File: config.mk
export PLATFORM = sky130hd
export DESIGN_NAME = uart_echo_top
export DESIGN_NICKNAME = d
export VERILOG_FILES = /design/src/echo_pkg.sv /design/src/uart_line_pkg.sv /design/src/byte_stream_if.sv /design/src/baud_tick_gen.sv /design/src/echo_fifo.sv /design/src/uart_echo_top.sv /design/src/uart_rx.sv /design/src/uart_tx.sv
export SDC_FILE = /design/constraint.sdc
export NUM_CORES = 1
export LEC_CHECK = 0
export ABC_AREA = 1
export BUFFER_PORTS_ARGS = -buffer_cell sky130_fd_sc_hd__buf_2
export CAP_MARGIN = 40
export CORE_ASPECT_RATIO = 0.5
export CORE_MARGIN = 2
export CORE_UTILIZATION = 34
export CTS_CLUSTER_DIAMETER = 50
export DETAILED_ROUTE_END_ITERATION = 10
export GPL_ROUTABILITY_DRIVEN = 0
export PLACE_DENSITY = 0.59
export SYNTH_ARGS = -nofsm -noshare
export SYNTH_HDL_FRONTEND = slang
export SYNTH_HIERARCHICAL = 1
export SYNTH_SLANG_ARGS = --single-unit
export TNS_END_PERCENT = 5
File: constraint.sdc
create_clock -name clk -period 4.15 [get_ports clk]
set_input_delay 0.2075 -clock clk [delete_from_list [all_inputs] [get_ports clk]]
set_output_delay 0.2075 -clock clk [all_outputs]
set_load 0.005 [all_outputs]
File: src/echo_pkg.sv
package echo_pkg;

   // one data byte of the echo path
   typedef logic [7:0] byte_t;

   // dropped frame count, saturates at all ones
   typedef logic [7:0] err_count_t;

endpackage

File: src/uart_line_pkg.sv
package uart_line_pkg;

   // serial line framing, 8N1 with no parity

   // oversampling ticks per bit period
   localparam int OVERSAMPLE = 16;

   // data bits carried by one frame, sent lsb first
   localparam int DATA_BITS = 8;

   // tick index of the bit middle, counted from the start edge
   localparam int SAMPLE_MID = 7;

endpackage

File: src/byte_stream_if.sv
`timescale 1ns/1ps

interface byte_stream_if;
   import echo_pkg::*;

   byte_t data;
   // stop bit of this frame sampled low
   logic frame_err;
   logic valid;
   logic ready;

   modport source (
      output data,
      output frame_err,
      output valid,
      input  ready
   );

   modport sink (
      input  data,
      input  frame_err,
      input  valid,
      output ready
   );

endinterface

File: src/baud_tick_gen.sv
`timescale 1ns/1ps

module baud_tick_gen #(
   parameter int CLKS_PER_TICK = 4
) (
   input  logic clk,
   input  logic reset,
   output logic tick
);

   localparam int CNT_W = (CLKS_PER_TICK > 1) ? $clog2(CLKS_PER_TICK) : 1;
   localparam logic [CNT_W-1:0] CNT_LAST = CNT_W'(CLKS_PER_TICK - 1);

   logic [CNT_W-1:0] cnt;

   // free running divider, restarts on reset
   always_ff @(posedge clk) begin
      if (reset) begin
         cnt  <= '0;
         tick <= 1'b0;
      end else begin
         if (cnt == CNT_LAST) begin
            cnt <= '0;
         end else begin
            cnt <= cnt + 1'b1;
         end
         // one clock wide pulse per wrap
         tick <= (cnt == CNT_LAST);
      end
   end

endmodule

File: src/echo_fifo.sv
`timescale 1ns/1ps

module echo_fifo #(
   parameter int FIFO_DEPTH = 16
) (
   input  logic                clk,
   input  logic                reset,
   byte_stream_if.sink         rx_stream,
   byte_stream_if.source       tx_stream,
   output echo_pkg::err_count_t rx_err_count
);
   import echo_pkg::*;

   localparam int AW = $clog2(FIFO_DEPTH);
   localparam logic [AW:0] FULL_COUNT = (AW + 1)'(FIFO_DEPTH);

   byte_t         mem [FIFO_DEPTH];
   logic [AW-1:0] wr_ptr;
   logic [AW-1:0] rd_ptr;
   logic [AW:0]   count;
   logic          accept;
   logic          push;
   logic          pop;

   assign rx_stream.ready = (count != FULL_COUNT);
   assign accept = rx_stream.valid && rx_stream.ready;
   // flagged frames are taken but never stored
   assign push = accept && !rx_stream.frame_err;
   assign pop  = tx_stream.valid && tx_stream.ready;

   assign tx_stream.valid     = (count != '0);
   assign tx_stream.data      = mem[rd_ptr];
   assign tx_stream.frame_err = 1'b0;

   always_ff @(posedge clk) begin
      if (push) begin
         mem[wr_ptr] <= rx_stream.data;
      end
   end

   always_ff @(posedge clk) begin
      if (reset) begin
         wr_ptr       <= '0;
         rd_ptr       <= '0;
         count        <= '0;
         rx_err_count <= '0;
      end else begin
         if (push) begin
            wr_ptr <= wr_ptr + 1'b1;
         end
         if (pop) begin
            rd_ptr <= rd_ptr + 1'b1;
         end
         case ({push, pop})
            2'b10:   count <= count + 1'b1;
            2'b01:   count <= count - 1'b1;
            default: count <= count;
         endcase
         // saturating drop counter
         if (accept && rx_stream.frame_err && (rx_err_count != '1)) begin
            rx_err_count <= rx_err_count + 1'b1;
         end
      end
   end

endmodule

File: src/uart_echo_top.sv
`timescale 1ns/1ps

module uart_echo_top #(
   parameter int CLKS_PER_TICK = 4,
   parameter int FIFO_DEPTH    = 16
) (
   input  logic                 clk,
   input  logic                 reset,
   input  logic                 rx,
   output logic                 tx,
   output echo_pkg::err_count_t rx_err_count
);

   logic tick;

   // receiver to fifo, fifo to transmitter
   byte_stream_if rx_stream ();
   byte_stream_if tx_stream ();

   baud_tick_gen #(
      .CLKS_PER_TICK (CLKS_PER_TICK)
   ) u_baud_tick_gen (
      .clk   (clk),
      .reset (reset),
      .tick  (tick)
   );

   uart_rx u_uart_rx (
      .clk       (clk),
      .reset     (reset),
      .tick      (tick),
      .rx        (rx),
      .rx_stream (rx_stream.source)
   );

   echo_fifo #(
      .FIFO_DEPTH (FIFO_DEPTH)
   ) u_echo_fifo (
      .clk          (clk),
      .reset        (reset),
      .rx_stream    (rx_stream.sink),
      .tx_stream    (tx_stream.source),
      .rx_err_count (rx_err_count)
   );

   uart_tx u_uart_tx (
      .clk       (clk),
      .reset     (reset),
      .tick      (tick),
      .tx        (tx),
      .tx_stream (tx_stream.sink)
   );

endmodule

File: src/uart_rx.sv
`timescale 1ns/1ps

module uart_rx (
   input  logic           clk,
   input  logic           reset,
   input  logic           tick,
   input  logic           rx,
   byte_stream_if.source  rx_stream
);
   import uart_line_pkg::*;
   import echo_pkg::*;

   localparam int TICK_W = $clog2(OVERSAMPLE);
   localparam int BIT_W  = $clog2(DATA_BITS);

   localparam logic [TICK_W-1:0] TICK_LAST = TICK_W'(OVERSAMPLE - 1);
   localparam logic [TICK_W-1:0] TICK_MID  = TICK_W'(SAMPLE_MID);
   localparam logic [BIT_W-1:0]  BIT_LAST  = BIT_W'(DATA_BITS - 1);

   localparam logic [1:0] S_IDLE  = 2'd0;
   localparam logic [1:0] S_START = 2'd1;
   localparam logic [1:0] S_DATA  = 2'd2;
   localparam logic [1:0] S_STOP  = 2'd3;

   logic              rx_meta;
   logic              rx_sync;
   logic              rx_prev;
   logic [1:0]        state;
   logic [TICK_W-1:0] tick_cnt;
   logic [BIT_W-1:0]  bit_cnt;
   byte_t             shift_reg;

   // two flop synchronizer, line idles high
   always_ff @(posedge clk) begin
      if (reset) begin
         rx_meta <= 1'b1;
         rx_sync <= 1'b1;
         rx_prev <= 1'b1;
      end else begin
         rx_meta <= rx;
         rx_sync <= rx_meta;
         rx_prev <= rx_sync;
      end
   end

   always_ff @(posedge clk) begin
      if (reset) begin
         state           <= S_IDLE;
         tick_cnt        <= '0;
         bit_cnt         <= '0;
         rx_stream.valid <= 1'b0;
      end else begin
         // held byte leaves on the handshake
         if (rx_stream.valid && rx_stream.ready) begin
            rx_stream.valid <= 1'b0;
         end

         case (state)
            S_IDLE: begin
               // falling edge starts a candidate frame
               if (rx_prev && !rx_sync) begin
                  tick_cnt <= '0;
                  state    <= S_START;
               end
            end

            S_START: begin
               if (tick) begin
                  if (tick_cnt == TICK_MID) begin
                     tick_cnt <= '0;
                     bit_cnt  <= '0;
                     // line back high at mid start means a glitch
                     state    <= rx_sync ? S_IDLE : S_DATA;
                  end else begin
                     tick_cnt <= tick_cnt + 1'b1;
                  end
               end
            end

            S_DATA: begin
               if (tick) begin
                  if (tick_cnt == TICK_LAST) begin
                     tick_cnt  <= '0;
                     // lsb arrives first
                     shift_reg <= {rx_sync, shift_reg[DATA_BITS-1:1]};
                     if (bit_cnt == BIT_LAST) begin
                        state <= S_STOP;
                     end else begin
                        bit_cnt <= bit_cnt + 1'b1;
                     end
                  end else begin
                     tick_cnt <= tick_cnt + 1'b1;
                  end
               end
            end

            S_STOP: begin
               if (tick) begin
                  if (tick_cnt == TICK_LAST) begin
                     tick_cnt            <= '0;
                     rx_stream.data      <= shift_reg;
                     rx_stream.frame_err <= !rx_sync;
                     rx_stream.valid     <= 1'b1;
                     state               <= S_IDLE;
                  end else begin
                     tick_cnt <= tick_cnt + 1'b1;
                  end
               end
            end

            default: begin
               state <= S_IDLE;
            end
         endcase
      end
   end

endmodule

File: src/uart_tx.sv
`timescale 1ns/1ps

module uart_tx (
   input  logic          clk,
   input  logic          reset,
   input  logic          tick,
   output logic          tx,
   byte_stream_if.sink   tx_stream
);
   import uart_line_pkg::*;

   // start bit, data bits, stop bit
   localparam int FRAME_BITS = DATA_BITS + 2;
   localparam int TICK_W     = $clog2(OVERSAMPLE);
   localparam int BIT_W      = $clog2(FRAME_BITS);

   localparam logic [TICK_W-1:0] TICK_LAST = TICK_W'(OVERSAMPLE - 1);
   localparam logic [BIT_W-1:0]  BIT_LAST  = BIT_W'(FRAME_BITS - 1);

   logic                  busy;
   logic [FRAME_BITS-1:0] frame;
   logic [TICK_W-1:0]     tick_cnt;
   logic [BIT_W-1:0]      bit_cnt;

   assign tx_stream.ready = !busy;

   always_ff @(posedge clk) begin
      if (reset) begin
         busy     <= 1'b0;
         tx       <= 1'b1;
         tick_cnt <= '0;
         bit_cnt  <= '0;
      end else if (!busy) begin
         if (tx_stream.valid) begin
            frame    <= {1'b1, tx_stream.data, 1'b0};
            busy     <= 1'b1;
            tick_cnt <= '0;
            bit_cnt  <= '0;
         end
      end else if (tick) begin
         // new bit goes out on the first tick of its period
         if (tick_cnt == '0) begin
            tx    <= frame[0];
            frame <= {1'b1, frame[FRAME_BITS-1:1]};
         end
         if (tick_cnt == TICK_LAST) begin
            tick_cnt <= '0;
            // done after the full stop bit, line stays high
            if (bit_cnt == BIT_LAST) begin
               busy <= 1'b0;
            end else begin
               bit_cnt <= bit_cnt + 1'b1;
            end
         end else begin
            tick_cnt <= tick_cnt + 1'b1;
         end
      end
   end

endmodule
# [After elaboration in Yosys (flattened, before gate mapping)]
# Memories as Yosys holds them, arrays and structs flattened. A register that Yosys moved wholly into a read port is not among the register bits.
# Cells that the tools add are included.
[totals] reg_bits=74 mem_bits_rw=128 inputBits=3 output_inout_bits=9 mem_count=1
[memory_table] name="u_echo_fifo.mem" depth=16 word_bits=8 rd=1 rd_ports_with_merged_regs=1 wr=1 line="echo_fifo.sv:17" source="byte_t mem [FIFO_DEPTH];"
[op_classes] add_sub_neg=10 eq_ne=27 muxes=48 bitwise_logic=1 n_reduce_logical=26
[ops] operator="4-bit two-way mux" n=15
[ops] operator="10-bit two-way mux" n=4
[ops] operator="4-bit by 1-bit adder with 4-bit output (second input constant)" n=5
[ops] operator="2-bit two-way mux" n=9
[ops] operator="2-bit inequality test (second input constant)" n=8
[ops] operator="4-bit AND reduction" n=4
[ops] operator="3-bit two-way mux" n=5
[ops] operator="4-bit == test (second input constant)" n=3
[ops] operator="2-bit by 1-bit inequality test with 1-bit output (second input constant)" n=6
[ops] operator="4-bit one-hot mux with 3 select lines" n=1
[ops] operator="1-bit two-way mux" n=11
[ops] operator="5-bit one-hot mux with 2 select lines" n=1
[ops] operator="8-bit by 1-bit adder with 8-bit output (second input constant)" n=1
[ops] operator="2-bit == test (second input constant)" n=4
[ops] operator="8-bit inequality test (second input constant)" n=1
[ops] operator="2-bit one-hot mux with 4 select lines" n=1
[ops] operator="8-bit AND reduction" n=1
[ops] operator="1-bit logical AND" n=6
[ops] operator="3-bit one-hot mux with 2 select lines" n=1
[ops] operator="3-bit AND reduction" n=2
[ops] operator="6-bit AND reduction" n=1
[ops] operator="2-bit nonzero test" n=3
[ops] operator="5-bit by 1-bit adder with 5-bit output (second input constant)" n=1
[ops] operator="5-bit inequality test (second input constant)" n=1
[ops] operator="other kinds (13)" n=17

# [Depth between registers and ports, before layout]
[logic_depth] word_depth=6 depth_mapped=17 depth_no_buf=17

# [By module]
# The synthesis kept the hierarchy.
[modules_own_cells] mod="echo_fifo" instances=1 cells_per_inst=611 area_per_inst_um2=6770.2 seq_area_each_um2=4344.2
[modules_own_cells] mod="uart_rx" instances=1 cells_per_inst=117 area_per_inst_um2=1202.4 seq_area_each_um2=770.7
[modules_own_cells] mod="uart_tx" instances=1 cells_per_inst=124 area_per_inst_um2=968.4 seq_area_each_um2=470.5
[modules_own_cells] mod="baud_tick_gen" instances=1 cells_per_inst=11 area_per_inst_um2=98.8 seq_area_each_um2=60.1

# [Worst setup path before layout]
# OpenSTA, ideal clock, no wires.
[synth_path] kind="flip-flop to flip-flop" from="register u_echo_fifo.count[0]" to="register u_echo_fifo.count[4]" setup_ns=0.109 arrival_ns=1.849 t_required_ns=4.041 path_slack_ns=2.192 stages_incl_launch_ff=17 path_buffers=0 cell_sequence="dfxtp_1 > nor2_2 > nand3_2 > nand2_2 > inv_2 > ha_1 > nand2_1 > inv_1 > nor2_1 > ha_1 > inv_1 > nand2_1 > nand3_1 > nand3b_1 > nand3_1 > nand2_1 > inv_1"
[synth_rtl] element="start, declared" line="echo_fifo.sv:20" source="logic [AW:0] count;"
[synth_rtl] element="start signal, assigned" line="echo_fifo.sv:55" source="2'b10: count <= count + 1'b1;"
[synth_rtl] element="start signal, assigned" line="echo_fifo.sv:56" source="2'b01: count <= count - 1'b1;"
[synth_rtl] element="start signal, assigned" line="echo_fifo.sv:57" source="default: count <= count;"
[synth_rtl] element="5-bit nonzero test *" line="echo_fifo.sv:31" source="assign tx_stream.valid = (count != '0);"
[synth_rtl] element="named net tx_stream.valid" line="byte_stream_if.sv:9" source="logic valid;"
[synth_rtl] element="1-bit logical AND *" line="echo_fifo.sv:29" source="assign pop = tx_stream.valid && tx_stream.ready;"
[synth_rtl] element="named net u_echo_fifo.pop" line="echo_fifo.sv:23" source="logic pop;"
[synth_rtl] element="2-bit by 1-bit == test with 1-bit output or 2-bit == test (tied branches)" line="echo_fifo.sv:54" source="case ({push, pop})"
[synth_rtl] element="5-bit one-hot mux with 2 select lines or 2-bit nonzero test (tied branches)"
# Mark *: on every way through the listed nets, which the timed path passes. The rest lies on a longest branch.
# A chain may end at the register's enable or synchronous reset.

# [Final worst setup path]
[layout_path] from="register u_uart_tx.busy" to="register u_echo_fifo.count[4]"
[layout_between] elab_chain_len=4
[layout_rtl] element="start, declared" line="uart_tx.sv:20" source="logic busy;"
[layout_rtl] element="start signal, assigned" line="uart_tx.sv:29" source="busy <= 1'b0;"
[layout_rtl] element="start signal, assigned" line="uart_tx.sv:36" source="busy <= 1'b1;"
[layout_rtl] element="start signal, assigned" line="uart_tx.sv:50" source="busy <= 1'b0;"
[layout_rtl] element="1-bit logical NOT *"
[layout_rtl] element="named net tx_stream.ready" line="byte_stream_if.sv:10" source="logic ready;"
[layout_rtl] element="1-bit logical AND *" line="echo_fifo.sv:29"
[layout_rtl] element="named net u_echo_fifo.pop" line="echo_fifo.sv:23"
[layout_rtl] element="2-bit by 1-bit == test with 1-bit output or 2-bit == test (tied branches)" line="echo_fifo.sv:54"
[layout_rtl] element="5-bit one-hot mux with 2 select lines or 2-bit nonzero test (tied branches)"
# Marked as above.

==> summary.md <==
| Metric | Value |
|---|---|
| Result of the run | `completed` |
| Min-delay worst type | `in2reg` |
| Data required time of the critical path | `4.54 ns` |
| Leakage | `0.00375 uW` |
| Fin Setup TNS | `0 ns` |
| HPWL after detailed placement | `11.6 mm` |
| Starting DRT DRC Count | `520` |
| Commonest cells after routing, fill and taps aside | `154 x sky130_fd_sc_hd__edfxtp_1, 146 x sky130_fd_sc_hd__nand2_1, 118 x sky130_fd_sc_hd__inv_1` |
| Root cell of the clock tree | `sky130_fd_sc_hd__clkbuf_16` |
| WL/cell | `14.5 um` |
| Period utilization | `0.580` |
| Filler cells | `2546` |
| Maximum VDD drop | `0.286 mV` |
| Register with the highest flop count | `u_echo_fifo/mem` |
| Count of antenna-violating nets left after detailed routing | `0` |
| Vias post-DR | `5869` |
| Maximum buffer depth of the clock tree | `3` |
| Maxcap violations | `0` |
| Core ar. | `26300 um2` |
| Clock-pin slew on the worst setup and hold paths | `0.06 ns` |
| I/O Pins | `12` |
| Area of the die | `28000 um2` |
| Peak fanout along the critical path | `15` |
| Port Buf Inserts | `11` |
| First-pass iteration count of the detailed router | `5` |
| Critical path launch point type | `flop` |
| Warnings from Yosys | `6` |
| Share of total power in the clock network | `0.467` |
| Registers with the most flip-flops | `u_echo_fifo/mem: 128 flops, u_uart_tx/frame: 9 flops` |
| Global-route wire length before repair | `29.4 mm` |
| Cells along the critical path | `inv_2 -> nand2_2 -> inv_2 -> ha_1 -> nand2_1 -> inv_1 -> nor2_1 -> ha_1 -> inv_1 -> nand2_1 -> nand3_1 -> nand3b_1 -> nand3_1 -> nand2_1 -> inv_1` |
| Tightest Pin Transition | `0.874 ns` |
| GR Util met1 | `0.186` |
| Global-route met2 utilization | `0.207` |
| Initial antenna violation count | `0` |
| Slew Viols, Final | `0` |
| Total internal power | `3340 uW` |
| Gr usage total | `0.133` |
| Net total in the final layout | `892` |
| Share of layout cells above drive strength 1 | `0.123` |
| Final Setup Violations | `0` |
| Number of buffers inserted by post-CTS setup repair | `0` |
| Start-to-end type of the worst setup path | `reg2reg` |
| Total number of clock tree sinks | `205` |
| Remaining max-slew budget at the tightest pin | `0.415` |
| Relative contribution of sequential cells to total power | `0.525` |
| Die span in y | `119 um` |
| Combinational share of power | `0.008` |
| Sw Ratio | `0.196` |
| Met3 usage in global routing | `0.0239` |
| Switching power total | `814 uW` |
| Width of the die | `234 um` |
| TritonCTS buffer count | `22` |
| Highest Clock Rate | `0.415 GHz` |
| Row Count | `42` |
| Setup clock skew after layout | `0.0138 ns` |
| TritonCTS clock tree | `built` |
| Count of cells resized by post-cts repair | `0` |
| Post-Synthesis Net Count | `882` |
| Stage delay of the slowest cell on the critical path | `0.62 ns` |
| GRT Max-Usage Layer | `met2` |
| Top delay family on crit path | `simple AND/OR/NAND/NOR gates` |
| Worst path buffer plus inverter count | `5` |
| Count of endpoints failing hold in the final timing report | `0` |
| Mapped Area | `9030 um2` |
| Source-to-sink clock delay at the later pin of the worst-skew pair | `0.50 ns` |
| Residual overflow from global routing | `0` |
| Post-detailed-routing wire length | `18.0 mm` |
| Maximum number of pins on one net before global-route repair | `90` |
| Initial core utilization | `0.344` |
| Data arrival at the endpoint of the critical path | `2.80 ns` |
| Vias in the first global route | `5591` |
| Post-CTS Hold Buffers | `1` |
| Pwr Density | `410 nW/um2` |
| Antenna diode count | `0` |
| CP max stage cell | `sky130_fd_sc_hd__dfxtp_1` |
| H-tree depth | `1` |
| Setup repair after global routing missed its margin | `false` |
| Reg2Reg Setup Slack | `1.74 ns` |
| Max reg flops | `128` |
| Most common cell after layout, fill and taps aside | `sky130_fd_sc_hd__edfxtp_1` |
| Endpoint kind of the worst setup timing path | `flop` |
| Post-route DRC | `0` |
| Final worst path period need | `2.41 ns` |
| Sum of internal, switching and leakage power | `4160 uW` |
| Avg Inst Size Synth | `10.5 um2` |
| Area delta synth->final | `12.3%` |
| Detail-routed via count per cell | `4.74` |
| Instance count of the mapped netlist | `861` |
[power groups by stage]
stage | Sequential, uW | Combinational [uW] | Clock (uW)
final | 2180 | 32.0 | 1940
after global routing | 2180 | 36.5 | 2060
after CTS | 2180 | 32.1 | 1980
after detailed placement | 2230 | 31.2 | 0
after global placement | 2230 | 29.9 | 0
after floorplan | 2230 | 22.7 | 0
[routing by layer]
metal / wire length [um] / part of all wire
met1: 8590 / 0.48
met2: 8030 / 0.45
met3: 820 / 0.046
met4: 558 / 0.031
met5: 0 / 0
[final timing paths]
kind,end,start,cells after the start
worst min register to register,u_baud_tick_gen/cnt[0],u_baud_tick_gen/cnt[0],1
worst min-delay path,u_uart_rx/bit_cnt[2],reset,2
worst max-delay path,u_echo_fifo/count[4],u_uart_tx/busy,15
worst max register to register,u_echo_fifo/count[4],u_uart_tx/busy,15
[area by class of cell]
type | count | area [um2] | area share
repair buffers | 15 | 108 | 0.0106
clock inverters | 14 | 125 | 0.0123
well taps | 352 | 440 | 0.0434
inverters | 125 | 477 | 0.0470
multi-input cells | 502 | 2740 | 0.270
flip-flops and latches | 205 | 5650 | 0.557
clock buffers | 26 | 597 | 0.0589
[stage by stage]
| step | setup slack, ns | cells | instance area, um2 | util | hold slack, ns |
|---|---|---|---|---|---|
| floorplan | 2.19 | 861 | 9030 | - | 0.277 |
| global placement | 1.84 | 1197 | 9380 | 0.357 | 0.397 |
| detailed placement | 1.76 | 1198 | 9410 | 0.358 | 0.398 |
| CTS | 1.75 | 1239 | 10100 | 0.386 | 0.231 |
| global route | 1.51 | 1239 | 10100 | 0.386 | 0.256 |
| finish | 1.74 | 1239 | 10100 | 0.386 | 0.243 |
(Power assumes the default switching activity.)
